[src/hw/sprite_consts.svh]
/*
 Sprite overlay constants.
 Sprite count and size, pixel coordinate width and the
 dimensions of the reduced test raster.
*/

`ifndef SPRITE_CONSTS_SVH
`define SPRITE_CONSTS_SVH

// ########################################
// sprites
// ########################################

// number of sprite units, lower index wins
`define SPRITE_COUNT 2
// bitmap edge length in pixels
`define SPRITE_SIZE 16

// ########################################
// raster
// ########################################

`define COORD_WIDTH 11

// visible and total pixels per line
`define H_ACTIVE 64
`define H_TOTAL 80
// visible and total lines per frame
`define V_ACTIVE 48
`define V_TOTAL 52

`endif
[src/hw/sprite_pkg.sv]
/*
 Sprite overlay package.
 Vector types shared by the register bank, the timing
 generator and the sprite units.
*/

`default_nettype none

`include "sprite_consts.svh"

package sprite_pkg;

	// pixel coordinate or sprite position
	typedef logic [`COORD_WIDTH-1:0] coord_t;
	// overlay colour index
	typedef logic [7:0] color_t;

	// one bitmap row, bit n is column n
	typedef logic [`SPRITE_SIZE-1:0] row_t;
	typedef logic [$clog2(`SPRITE_SIZE)-1:0] row_index_t;
	typedef logic [$clog2(`SPRITE_COUNT)-1:0] sprite_index_t;

	// APB word address and data
	typedef logic [7:0] apb_addr_t;
	typedef logic [31:0] apb_data_t;

endpackage

`default_nettype wire

[src/hw/sprite_top.sv]
/*
 Sprite overlay engine top.
 APB register bank, raster timing and the sprite overlay.
 Puts out an overlay pixel and mask with the raster position.
*/

`default_nettype none

`include "sprite_consts.svh"

module sprite_top (
	input wire i_clock,
	input wire i_arst_n,

	input wire i_psel,
	input wire i_penable,
	input wire i_pwrite,
	input wire sprite_pkg::apb_addr_t i_paddr,
	input wire sprite_pkg::apb_data_t i_pwdata,
	output sprite_pkg::apb_data_t o_prdata,
	output logic o_pready,
	output logic o_pslverr,

	output sprite_pkg::color_t o_pixel,
	output logic o_pixel_mask,
	output sprite_pkg::coord_t o_x,
	output sprite_pkg::coord_t o_y,
	output logic o_hblank,
	output logic o_vblank
);

	import sprite_pkg::*;

	coord_t pos_x [`SPRITE_COUNT];
	coord_t pos_y [`SPRITE_COUNT];
	color_t color [`SPRITE_COUNT];
	logic [`SPRITE_COUNT-1:0] enable;
	logic [`SPRITE_COUNT-1:0] row_we;
	row_index_t row_index;
	row_t row_data;

	// raster straight from the counters
	coord_t ras_x;
	coord_t ras_y;
	logic ras_hblank;
	logic ras_vblank;

	sprite_regs regs_i (
		.i_clock(i_clock),
		.i_arst_n(i_arst_n),
		.i_psel(i_psel),
		.i_penable(i_penable),
		.i_pwrite(i_pwrite),
		.i_paddr(i_paddr),
		.i_pwdata(i_pwdata),
		.o_prdata(o_prdata),
		.o_pready(o_pready),
		.o_pslverr(o_pslverr),
		.o_pos_x(pos_x),
		.o_pos_y(pos_y),
		.o_color(color),
		.o_enable(enable),
		.o_row_we(row_we),
		.o_row_index(row_index),
		.o_row_data(row_data)
	);

	video_timing timing_i (
		.i_clock(i_clock),
		.i_arst_n(i_arst_n),
		.o_x(ras_x),
		.o_y(ras_y),
		.o_hblank(ras_hblank),
		.o_vblank(ras_vblank)
	);

	sprite_overlay overlay_i (
		.i_clock(i_clock),
		.i_arst_n(i_arst_n),
		.i_pos_x(pos_x),
		.i_pos_y(pos_y),
		.i_color(color),
		.i_enable(enable),
		.i_row_we(row_we),
		.i_row_index(row_index),
		.i_row_data(row_data),
		.i_x(ras_x),
		.i_y(ras_y),
		.i_hblank(ras_hblank),
		.i_vblank(ras_vblank),
		.o_x(o_x),
		.o_y(o_y),
		.o_hblank(o_hblank),
		.o_vblank(o_vblank),
		.o_pixel(o_pixel),
		.o_pixel_mask(o_pixel_mask)
	);

endmodule

`default_nettype wire

[src/hw/video_timing.sv]
/*
 Video timing generator.
 Free-running horizontal and vertical counters over the test
 raster, with blanking decoded from the counter values.
*/

`default_nettype none

`include "sprite_consts.svh"

module video_timing (
	input wire i_clock,
	input wire i_arst_n,

	output sprite_pkg::coord_t o_x,
	output sprite_pkg::coord_t o_y,
	output logic o_hblank,
	output logic o_vblank
);

	import sprite_pkg::*;

	localparam coord_t X_LAST = coord_t'(`H_TOTAL - 1);
	localparam coord_t Y_LAST = coord_t'(`V_TOTAL - 1);
	localparam coord_t X_ACTIVE = coord_t'(`H_ACTIVE);
	localparam coord_t Y_ACTIVE = coord_t'(`V_ACTIVE);

	coord_t x_q;
	coord_t y_q;
	logic line_end;

	assign line_end = (x_q == X_LAST);

	// ########################################
	// counters
	// ########################################

	always_ff @(posedge i_clock or negedge i_arst_n) begin
		if (!i_arst_n) begin
			x_q <= '0;
		end
		else if (line_end) begin
			x_q <= '0;
		end
		else begin
			x_q <= x_q + 1'b1;
		end
	end

	// y steps once per line
	always_ff @(posedge i_clock or negedge i_arst_n) begin
		if (!i_arst_n) begin
			y_q <= '0;
		end
		else if (line_end) begin
			if (y_q == Y_LAST)
				y_q <= '0;
			else
				y_q <= y_q + 1'b1;
		end
	end

	assign o_x = x_q;
	assign o_y = y_q;
	assign o_hblank = (x_q >= X_ACTIVE);
	assign o_vblank = (y_q >= Y_ACTIVE);

endmodule

`default_nettype wire

[src/hw/sprite_overlay.sv]
/*
 Sprite overlay.
 Feeds the raster to every sprite unit and merges their
 outputs, lowest sprite index on top. The raster position is
 delayed one cycle to stay aligned with the unit outputs.
*/

`default_nettype none

`include "sprite_consts.svh"

module sprite_overlay (
	input wire i_clock,
	input wire i_arst_n,

	input wire sprite_pkg::coord_t i_pos_x [`SPRITE_COUNT],
	input wire sprite_pkg::coord_t i_pos_y [`SPRITE_COUNT],
	input wire sprite_pkg::color_t i_color [`SPRITE_COUNT],
	input wire [`SPRITE_COUNT-1:0] i_enable,

	input wire [`SPRITE_COUNT-1:0] i_row_we,
	input wire sprite_pkg::row_index_t i_row_index,
	input wire sprite_pkg::row_t i_row_data,

	input wire sprite_pkg::coord_t i_x,
	input wire sprite_pkg::coord_t i_y,
	input wire i_hblank,
	input wire i_vblank,

	output sprite_pkg::coord_t o_x,
	output sprite_pkg::coord_t o_y,
	output logic o_hblank,
	output logic o_vblank,
	output sprite_pkg::color_t o_pixel,
	output logic o_pixel_mask
);

	import sprite_pkg::*;

	color_t unit_color [`SPRITE_COUNT];
	logic [`SPRITE_COUNT-1:0] unit_mask;

	for (genvar g = 0; g < `SPRITE_COUNT; g++) begin : g_unit
		sprite_unit unit_i (
			.i_clock(i_clock),
			.i_arst_n(i_arst_n),
			.i_pos_x(i_pos_x[g]),
			.i_pos_y(i_pos_y[g]),
			.i_color(i_color[g]),
			.i_enable(i_enable[g]),
			.i_row_we(i_row_we[g]),
			.i_row_index(i_row_index),
			.i_row_data(i_row_data),
			.i_x(i_x),
			.i_y(i_y),
			.i_hblank(i_hblank),
			.i_vblank(i_vblank),
			.o_color(unit_color[g]),
			.o_mask(unit_mask[g])
		);
	end

	// walk down so the lowest hitting index is written last
	always_comb begin
		o_pixel = '0;
		for (int i = `SPRITE_COUNT - 1; i >= 0; i--) begin
			if (unit_mask[i])
				o_pixel = unit_color[i];
		end
	end

	assign o_pixel_mask = |unit_mask;

	// raster delay matching the unit registers
	always_ff @(posedge i_clock or negedge i_arst_n) begin
		if (!i_arst_n) begin
			o_x <= '0;
			o_y <= '0;
			o_hblank <= 1'b0;
			o_vblank <= 1'b0;
		end
		else begin
			o_x <= i_x;
			o_y <= i_y;
			o_hblank <= i_hblank;
			o_vblank <= i_vblank;
		end
	end

endmodule

`default_nettype wire

[src/hw/sprite_unit.sv]
/*
 Sprite unit.
 Holds one 16x16 one-bit bitmap and tests each raster pixel
 against it. Colour and mask are registered, so the result
 trails the raster position by one cycle.
*/

`default_nettype none

`include "sprite_consts.svh"

module sprite_unit (
	input wire i_clock,
	input wire i_arst_n,

	input wire sprite_pkg::coord_t i_pos_x,
	input wire sprite_pkg::coord_t i_pos_y,
	input wire sprite_pkg::color_t i_color,
	input wire i_enable,

	input wire i_row_we,
	input wire sprite_pkg::row_index_t i_row_index,
	input wire sprite_pkg::row_t i_row_data,

	input wire sprite_pkg::coord_t i_x,
	input wire sprite_pkg::coord_t i_y,
	input wire i_hblank,
	input wire i_vblank,

	output sprite_pkg::color_t o_color,
	output logic o_mask
);

	import sprite_pkg::*;

	// one extra bit so a pixel left of or above the origin goes negative
	localparam logic [`COORD_WIDTH:0] SIZE_LIMIT = `SPRITE_SIZE;

	row_t bitmap [`SPRITE_SIZE];
	logic [`COORD_WIDTH:0] dx;
	logic [`COORD_WIDTH:0] dy;
	logic in_box;
	logic pix_set;
	logic hit;

	always_ff @(posedge i_clock or negedge i_arst_n) begin
		if (!i_arst_n) begin
			for (int i = 0; i < `SPRITE_SIZE; i++)
				bitmap[i] <= '0;
		end
		else if (i_row_we) begin
			bitmap[i_row_index] <= i_row_data;
		end
	end

	// ########################################
	// hit test
	// ########################################

	// offset from the sprite origin
	assign dx = {1'b0, i_x} - {1'b0, i_pos_x};
	assign dy = {1'b0, i_y} - {1'b0, i_pos_y};

	// negative offsets wrap high and fail the compare
	assign in_box = (dx < SIZE_LIMIT) && (dy < SIZE_LIMIT);
	assign pix_set = bitmap[row_index_t'(dy)][row_index_t'(dx)];

	assign hit = i_enable && in_box && pix_set && !i_hblank && !i_vblank;

	always_ff @(posedge i_clock or negedge i_arst_n) begin
		if (!i_arst_n)
			o_mask <= 1'b0;
		else
			o_mask <= hit;
	end

	always_ff @(posedge i_clock) begin
		o_color <= i_color;
	end

endmodule

`default_nettype wire

[src/hw/sprite_regs.sv]
/*
 Sprite register bank.
 APB slave with no wait states. Holds position, colour and
 enable for every sprite and forwards bitmap row writes as
 single-cycle strobes to the sprite units.
*/

`default_nettype none

`include "sprite_consts.svh"

module sprite_regs (
	input wire i_clock,
	input wire i_arst_n,

	input wire i_psel,
	input wire i_penable,
	input wire i_pwrite,
	input wire sprite_pkg::apb_addr_t i_paddr,
	input wire sprite_pkg::apb_data_t i_pwdata,
	output sprite_pkg::apb_data_t o_prdata,
	output logic o_pready,
	output logic o_pslverr,

	output sprite_pkg::coord_t o_pos_x [`SPRITE_COUNT],
	output sprite_pkg::coord_t o_pos_y [`SPRITE_COUNT],
	output sprite_pkg::color_t o_color [`SPRITE_COUNT],
	output logic [`SPRITE_COUNT-1:0] o_enable,

	output logic [`SPRITE_COUNT-1:0] o_row_we,
	output sprite_pkg::row_index_t o_row_index,
	output sprite_pkg::row_t o_row_data
);

	import sprite_pkg::*;

	logic access;
	logic page_ok;
	logic is_ctrl;
	logic is_row;
	logic ctrl_we;
	sprite_index_t sel;
	logic [4:0] offset;

	// ########################################
	// address decode
	// ########################################

	assign access = i_psel && i_penable;
	// bit 5 picks the sprite, bits 4:0 the offset
	assign sel = i_paddr[5];
	assign offset = i_paddr[4:0];
	assign page_ok = (i_paddr[7:6] == 2'b00);

	// offsets 0..3 control, 16..31 bitmap rows, rest unmapped
	assign is_ctrl = page_ok && (offset[4:2] == 3'b000);
	assign is_row = page_ok && offset[4];

	assign o_pready = access;
	assign o_pslverr = access && !(is_ctrl || is_row);
	assign ctrl_we = access && i_pwrite && is_ctrl;

	// ########################################
	// control registers
	// ########################################

	always_ff @(posedge i_clock or negedge i_arst_n) begin
		if (!i_arst_n) begin
			for (int i = 0; i < `SPRITE_COUNT; i++) begin
				o_pos_x[i] <= '0;
				o_pos_y[i] <= '0;
				o_color[i] <= '0;
			end
			o_enable <= '0;
		end
		else if (ctrl_we) begin
			case (offset[1:0])
				2'd0: o_pos_x[sel] <= coord_t'(i_pwdata);
				2'd1: o_pos_y[sel] <= coord_t'(i_pwdata);
				2'd2: o_color[sel] <= color_t'(i_pwdata);
				default: o_enable[sel] <= i_pwdata[0];
			endcase
		end
	end

	// read data, bitmap rows and holes read zero
	always_comb begin
		o_prdata = '0;
		if (access && !i_pwrite && is_ctrl) begin
			case (offset[1:0])
				2'd0: o_prdata = apb_data_t'(o_pos_x[sel]);
				2'd1: o_prdata = apb_data_t'(o_pos_y[sel]);
				2'd2: o_prdata = apb_data_t'(o_color[sel]);
				default: o_prdata = apb_data_t'(o_enable[sel]);
			endcase
		end
	end

	// ########################################
	// bitmap row strobes
	// ########################################

	// unit stores the row on the edge ending the access
	always_comb begin
		o_row_we = '0;
		if (access && i_pwrite && is_row)
			o_row_we[sel] = 1'b1;
	end

	assign o_row_index = offset[3:0];
	assign o_row_data = row_t'(i_pwdata);

endmodule

`default_nettype wire

[config.mk]
export PLATFORM = sky130hd
export DESIGN_NAME = sprite_top
export DESIGN_NICKNAME = d
export VERILOG_FILES = /design/src/hw/sprite_pkg.sv /design/src/hw/sprite_top.sv /design/src/hw/video_timing.sv /design/src/hw/sprite_overlay.sv /design/src/hw/sprite_unit.sv /design/src/hw/sprite_regs.sv
export VERILOG_INCLUDE_DIRS = /design/src /design/src/hw
export SDC_FILE = /design/constraint.sdc
export NUM_CORES = 1
export LEC_CHECK = 0
export ABC_CLOCK_PERIOD_IN_PS = 6900
export BUFFER_PORTS_ARGS = -buffer_cell sky130_fd_sc_hd__buf_4
export CORE_MARGIN = 2
export CORE_UTILIZATION = 25
export CTS_CLUSTER_SIZE = 28
export DETAILED_ROUTE_END_ITERATION = 7
export GPL_ROUTABILITY_DRIVEN = 1
export HOLD_SLACK_MARGIN = 0.08
export PLACE_DENSITY_LB_ADDON = 0.1
export REMOVE_ABC_BUFFERS = 1
export SYNTH_ARGS = -nofsm -noshare
export SYNTH_HDL_FRONTEND = slang
export SYNTH_HIERARCHICAL = 1
export SYNTH_SLANG_ARGS = --single-unit
[constraint.sdc]
create_clock -name i_clock -period 6.9 [get_ports i_clock]
set_clock_uncertainty 0.05 [all_clocks]
set_input_delay 0.69 -clock i_clock [delete_from_list [all_inputs] [get_ports i_clock]]
set_output_delay 0.69 -clock i_clock [all_outputs]
set_load 0.01 [all_outputs]
==> flow_metrics.env <==
export IMPL_die_x_um=359.5
export IMPL_p_leak_nw=16.80
export IMPL_via_per_inst=4.755
export IMPL_fmax_mhz=214.3
export IMPL_dieArea_sq_mm=0.1292
export IMPL_gp_congestion=0.8380
export IMPL_rows=130
export IMPL_route_detailed_drc=0
export IMPL_synth_cell_type_count=82
export IMPL_cts_hold_buf=0
export IMPL_syn_area_sq_mm=0.03159
export IMPL_clock_path_buffers=3
export IMPL_grt_pass1_vias=20230
export IMPL_setup_viol=0
export IMPL_place_hpwl_um=61470
export IMPL_tns_ns=0
export IMPL_synth_edf_count=0
export IMPL_wl_um=99140
export IMPL_area_delta_synth_final_pct=15.15
export IMPL_clock_sinks=638
export IMPL_cts_root_buf="clkbuf_16"
export IMPL_seq_area_frac_synth_pct=50.29
export IMPL_clk_pin_slew_worst_paths_ns=0.06
export IMPL_synth_flop_cell="dfrtp_1"
export IMPL_slew_headroom_pct=19.45
export IMPL_async_flop_share_pct=97.49
export IMPL_drive_gt1_share_pct=44.77
export IMPL_portBuffers=74
export IMPL_rsz0062_at_grt="no"
export IMPL_grt_overflow=0
export IMPL_clkLatencyLatePin_ns=0.68
export IMPL_crit_fanout=33
export IMPL_ioPinCount=112
export IMPL_chipHeight_um=359.5
export IMPL_worstSetupPathType="reg2reg"
export IMPL_finalMaxSlewViolations=0
export IMPL_ctsResizeCount=0
export IMPL_grt_max_degree=173
export IMPL_crit_path_start_kind="flip-flop"
export IMPL_ys_seq_elements=638
export IMPL_outcome="completed"
export IMPL_p_total_mw=8.451
export IMPL_tightest_slew_ns=1.208
export IMPL_critPathArrivalTime_ns=5.16
export IMPL_post_drt_wl_per_cell_um=24.94
export IMPL_nNetsFinal=2371
export IMPL_period_minus_slack_ns=4.667
export IMPL_grt_pass1_wl_um=145800
export IMPL_hold_path_class="in2async"
export IMPL_vias=18900
export IMPL_cp_end_kind="flip-flop"
export IMPL_grtUsageTotal_pct=15.36
export IMPL_cts_htree_levels=3
export IMPL_drt_pass1_iter_count=5
export IMPL_first_iter_violations=967
export IMPL_cts_setup_buffers=0
export IMPL_syn_inst=2234
export IMPL_r2r_cells=11
export IMPL_cap_violations=0
export IMPL_grt_antenna_before_repair=4
export IMPL_fin_crit_sh_pct=67.63
export IMPL_ir_drop_uv=166.1
export IMPL_antenna_diode_count=0
export IMPL_cts_tree="done"
export IMPL_initial_core_util_pct=25.16
export IMPL_ant_nets=0
export IMPL_core_sq_mm=0.1256
export IMPL_synth_warnings=6
export IMPL_cellPowerDensity_mw_per_mm2=232.3
export IMPL_finalHoldViolations=0
export IMPL_avgSynthCellArea_sq_um=14.14
export IMPL_critPathRequiredTime_ns=7.39
export IMPL_cts_made_buffers=80
[critical path: stages (launching register included)]
cell	delay [ns]
dfrtp_1	0.58
inv_1	0.18
ha_4	0.14
inv_1	0.04
fa_4	1.23
buf_4	0.47
mux4_1	0.60
mux2_2	0.27
a22oi_1	0.51
a211oi_2	0.18
o2111ai_1	0.15
a2111oi_2	0.08
[layout make-up]
type                    count  area [sq um]
flip-flops and latches    638         15890
clock inverters            23         299.0
clock buffers             110          2325
repair buffers            119         950.9
multi-input cells        1349         14530
fillers                 12680         89200
well taps                1650          2064
inverters                  86         322.8
[stage by stage]
stage               instance area (sq um)  setup WS (ns)  cells  util, %  hold slack, ns
floorplan                           30540          2.377   2073        -          0.3071
global placement                    33750          2.199   3842    26.88          0.3211
detailed placement                  33750          2.214   3842    26.88          0.3229
CTS                                 36370          2.149   3975    28.97          0.1061
global route                        36370          2.051   3975    28.97          0.1651
finish                              36370          2.233   3975    28.97          0.1039
[final timing paths]
path,start,endpoint,slack (ns)
min in group i_clock,regs_i/o_color[2],overlay_i/g_unit[1].unit_i/o_color[2],0.34
min reg2reg,regs_i/o_color[2],overlay_i/g_unit[1].unit_i/o_color[2],0.34
max,timing_i/o_y[0],overlay_i/g_unit[0].unit_i/o_mask,2.23
max in group asynchronous,i_arst_n,overlay_i/g_unit[0].unit_i/bitmap[203],5.08
min,i_arst_n,overlay_i/g_unit[1].unit_i/bitmap[55],0.10
max reg2reg,timing_i/o_y[0],overlay_i/g_unit[0].unit_i/o_mask,2.23
[cells in the final DEF (no fill, tap or decap), drive strengths merged, types with 5 or more instances in the layout]
| cell | n |
|---|---|
| and3 | 14 |
| nand3b | 12 |
| o32ai | 8 |
| o31ai | 9 |
| clkinv | 16 |
| nor2b | 11 |
| buf | 119 |
| nor3 | 7 |
| a211oi | 14 |
| a21o | 8 |
| nor3b | 7 |
| mux2i | 31 |
| nor4 | 14 |
| a22oi | 11 |
| mux2 | 608 |
| clkbuf | 110 |
| dfxtp | 16 |
| xor2 | 10 |
| xnor2 | 13 |
| a311oi | 5 |
| nor2 | 51 |
| a31oi | 7 |
| o21ai | 38 |
| a21oi | 47 |
| a22o | 7 |
| inv | 88 |
| or3 | 13 |
| conb | 21 |
| nand3 | 32 |
| and2 | 8 |
| a2111oi | 12 |
| nand2b | 15 |
| mux4 | 139 |
| nand2 | 73 |
| ha | 48 |
| dfrtp | 622 |
[cells by family after synthesis]
| kind of cell | count (synthesis) | share of synthesized area (%) |
|---|---|---|
| AND/OR/NAND/NOR | 275 | 4.959 |
| other | 1 | 0.01187 |
| AO/OA/AOI/OAI | 200 | 4.484 |
| buffers and inverters | 267 | 4.563 |
| XOR/XNOR | 23 | 0.6853 |
| multiplexers | 778 | 32.85 |
| adder cells (fa/ha/maj) | 52 | 2.155 |
| flip-flops | 638 | 50.29 |
[registers in the layout, indices dropped and copies added, names as in the netlist]
name                             cells
overlay_i/o_x                       11
overlay_i/o_vblank                   1
regs_i/o_pos_y                      22
timing_i/o_y                        11
regs_i/o_pos_x                      22
regs_i/o_enable                      2
overlay_i/o_y                       11
timing_i/o_x                        11
regs_i/o_color                      16
overlay_i/g_unit.unit_i/bitmap     512
overlay_i/o_hblank                   1
overlay_i/g_unit.unit_i/o_mask       2
overlay_i/g_unit.unit_i/o_color     16
[metal layers]
| metal | GRT usage (%) | routed length [um] |
|---|---|---|
| met1 | 20.64 | 46070 |
| met2 | 25.73 | 47770 |
| met3 | 2.525 | 3434 |
| met4 | 3.790 | 1851 |
| met5 | 0 | 12 |
[Yosys cell counts, types with 9 or more instances]
| library cell | count | share of area, % |
|---|---|---|
| dfrtp_1 | 622 | 49 |
| mux2_2 | 605 | 22 |
| mux4_2 | 117 | 8.3 |
| inv_1 | 86 | 1.0 |
| clkbuf_1 | 78 | 0.93 |
| nand2_1 | 72 | 0.86 |
| buf_4 | 66 | 1.6 |
| nor2_1 | 49 | 0.58 |
| ha_1 | 48 | 1.9 |
| a21oi_1 | 43 | 0.68 |
| o21ai_0 | 38 | 0.60 |
| mux2i_1 | 31 | 0.98 |
| nand3_1 | 30 | 0.48 |
| mux4_1 | 22 | 1.8 |
| dfxtp_1 | 16 | 1.0 |
| nand2b_1 | 15 | 0.30 |
| and3_1 | 14 | 0.28 |
| buf_6 | 13 | 0.46 |
| or3_1 | 13 | 0.26 |
| xnor2_1 | 13 | 0.36 |
| a211oi_1 | 12 | 0.29 |
| nand3b_1 | 12 | 0.29 |
| a22oi_1 | 11 | 0.26 |
| buf_2 | 11 | 0.17 |
| nor2b_1 | 10 | 0.20 |
| o31ai_1 | 9 | 0.21 |
[report_power, final]
| part | leakage, nW | internal, mW | switching (mW) |
|---|---|---|---|
| Combinational | 6.74 | 0.137 | 0.291 |
| Clock | 1.29 | 2.47 | 1.73 |
| Sequential | 8.77 | 3.79 | 0.0254 |
(Power assumes the default switching activity.)
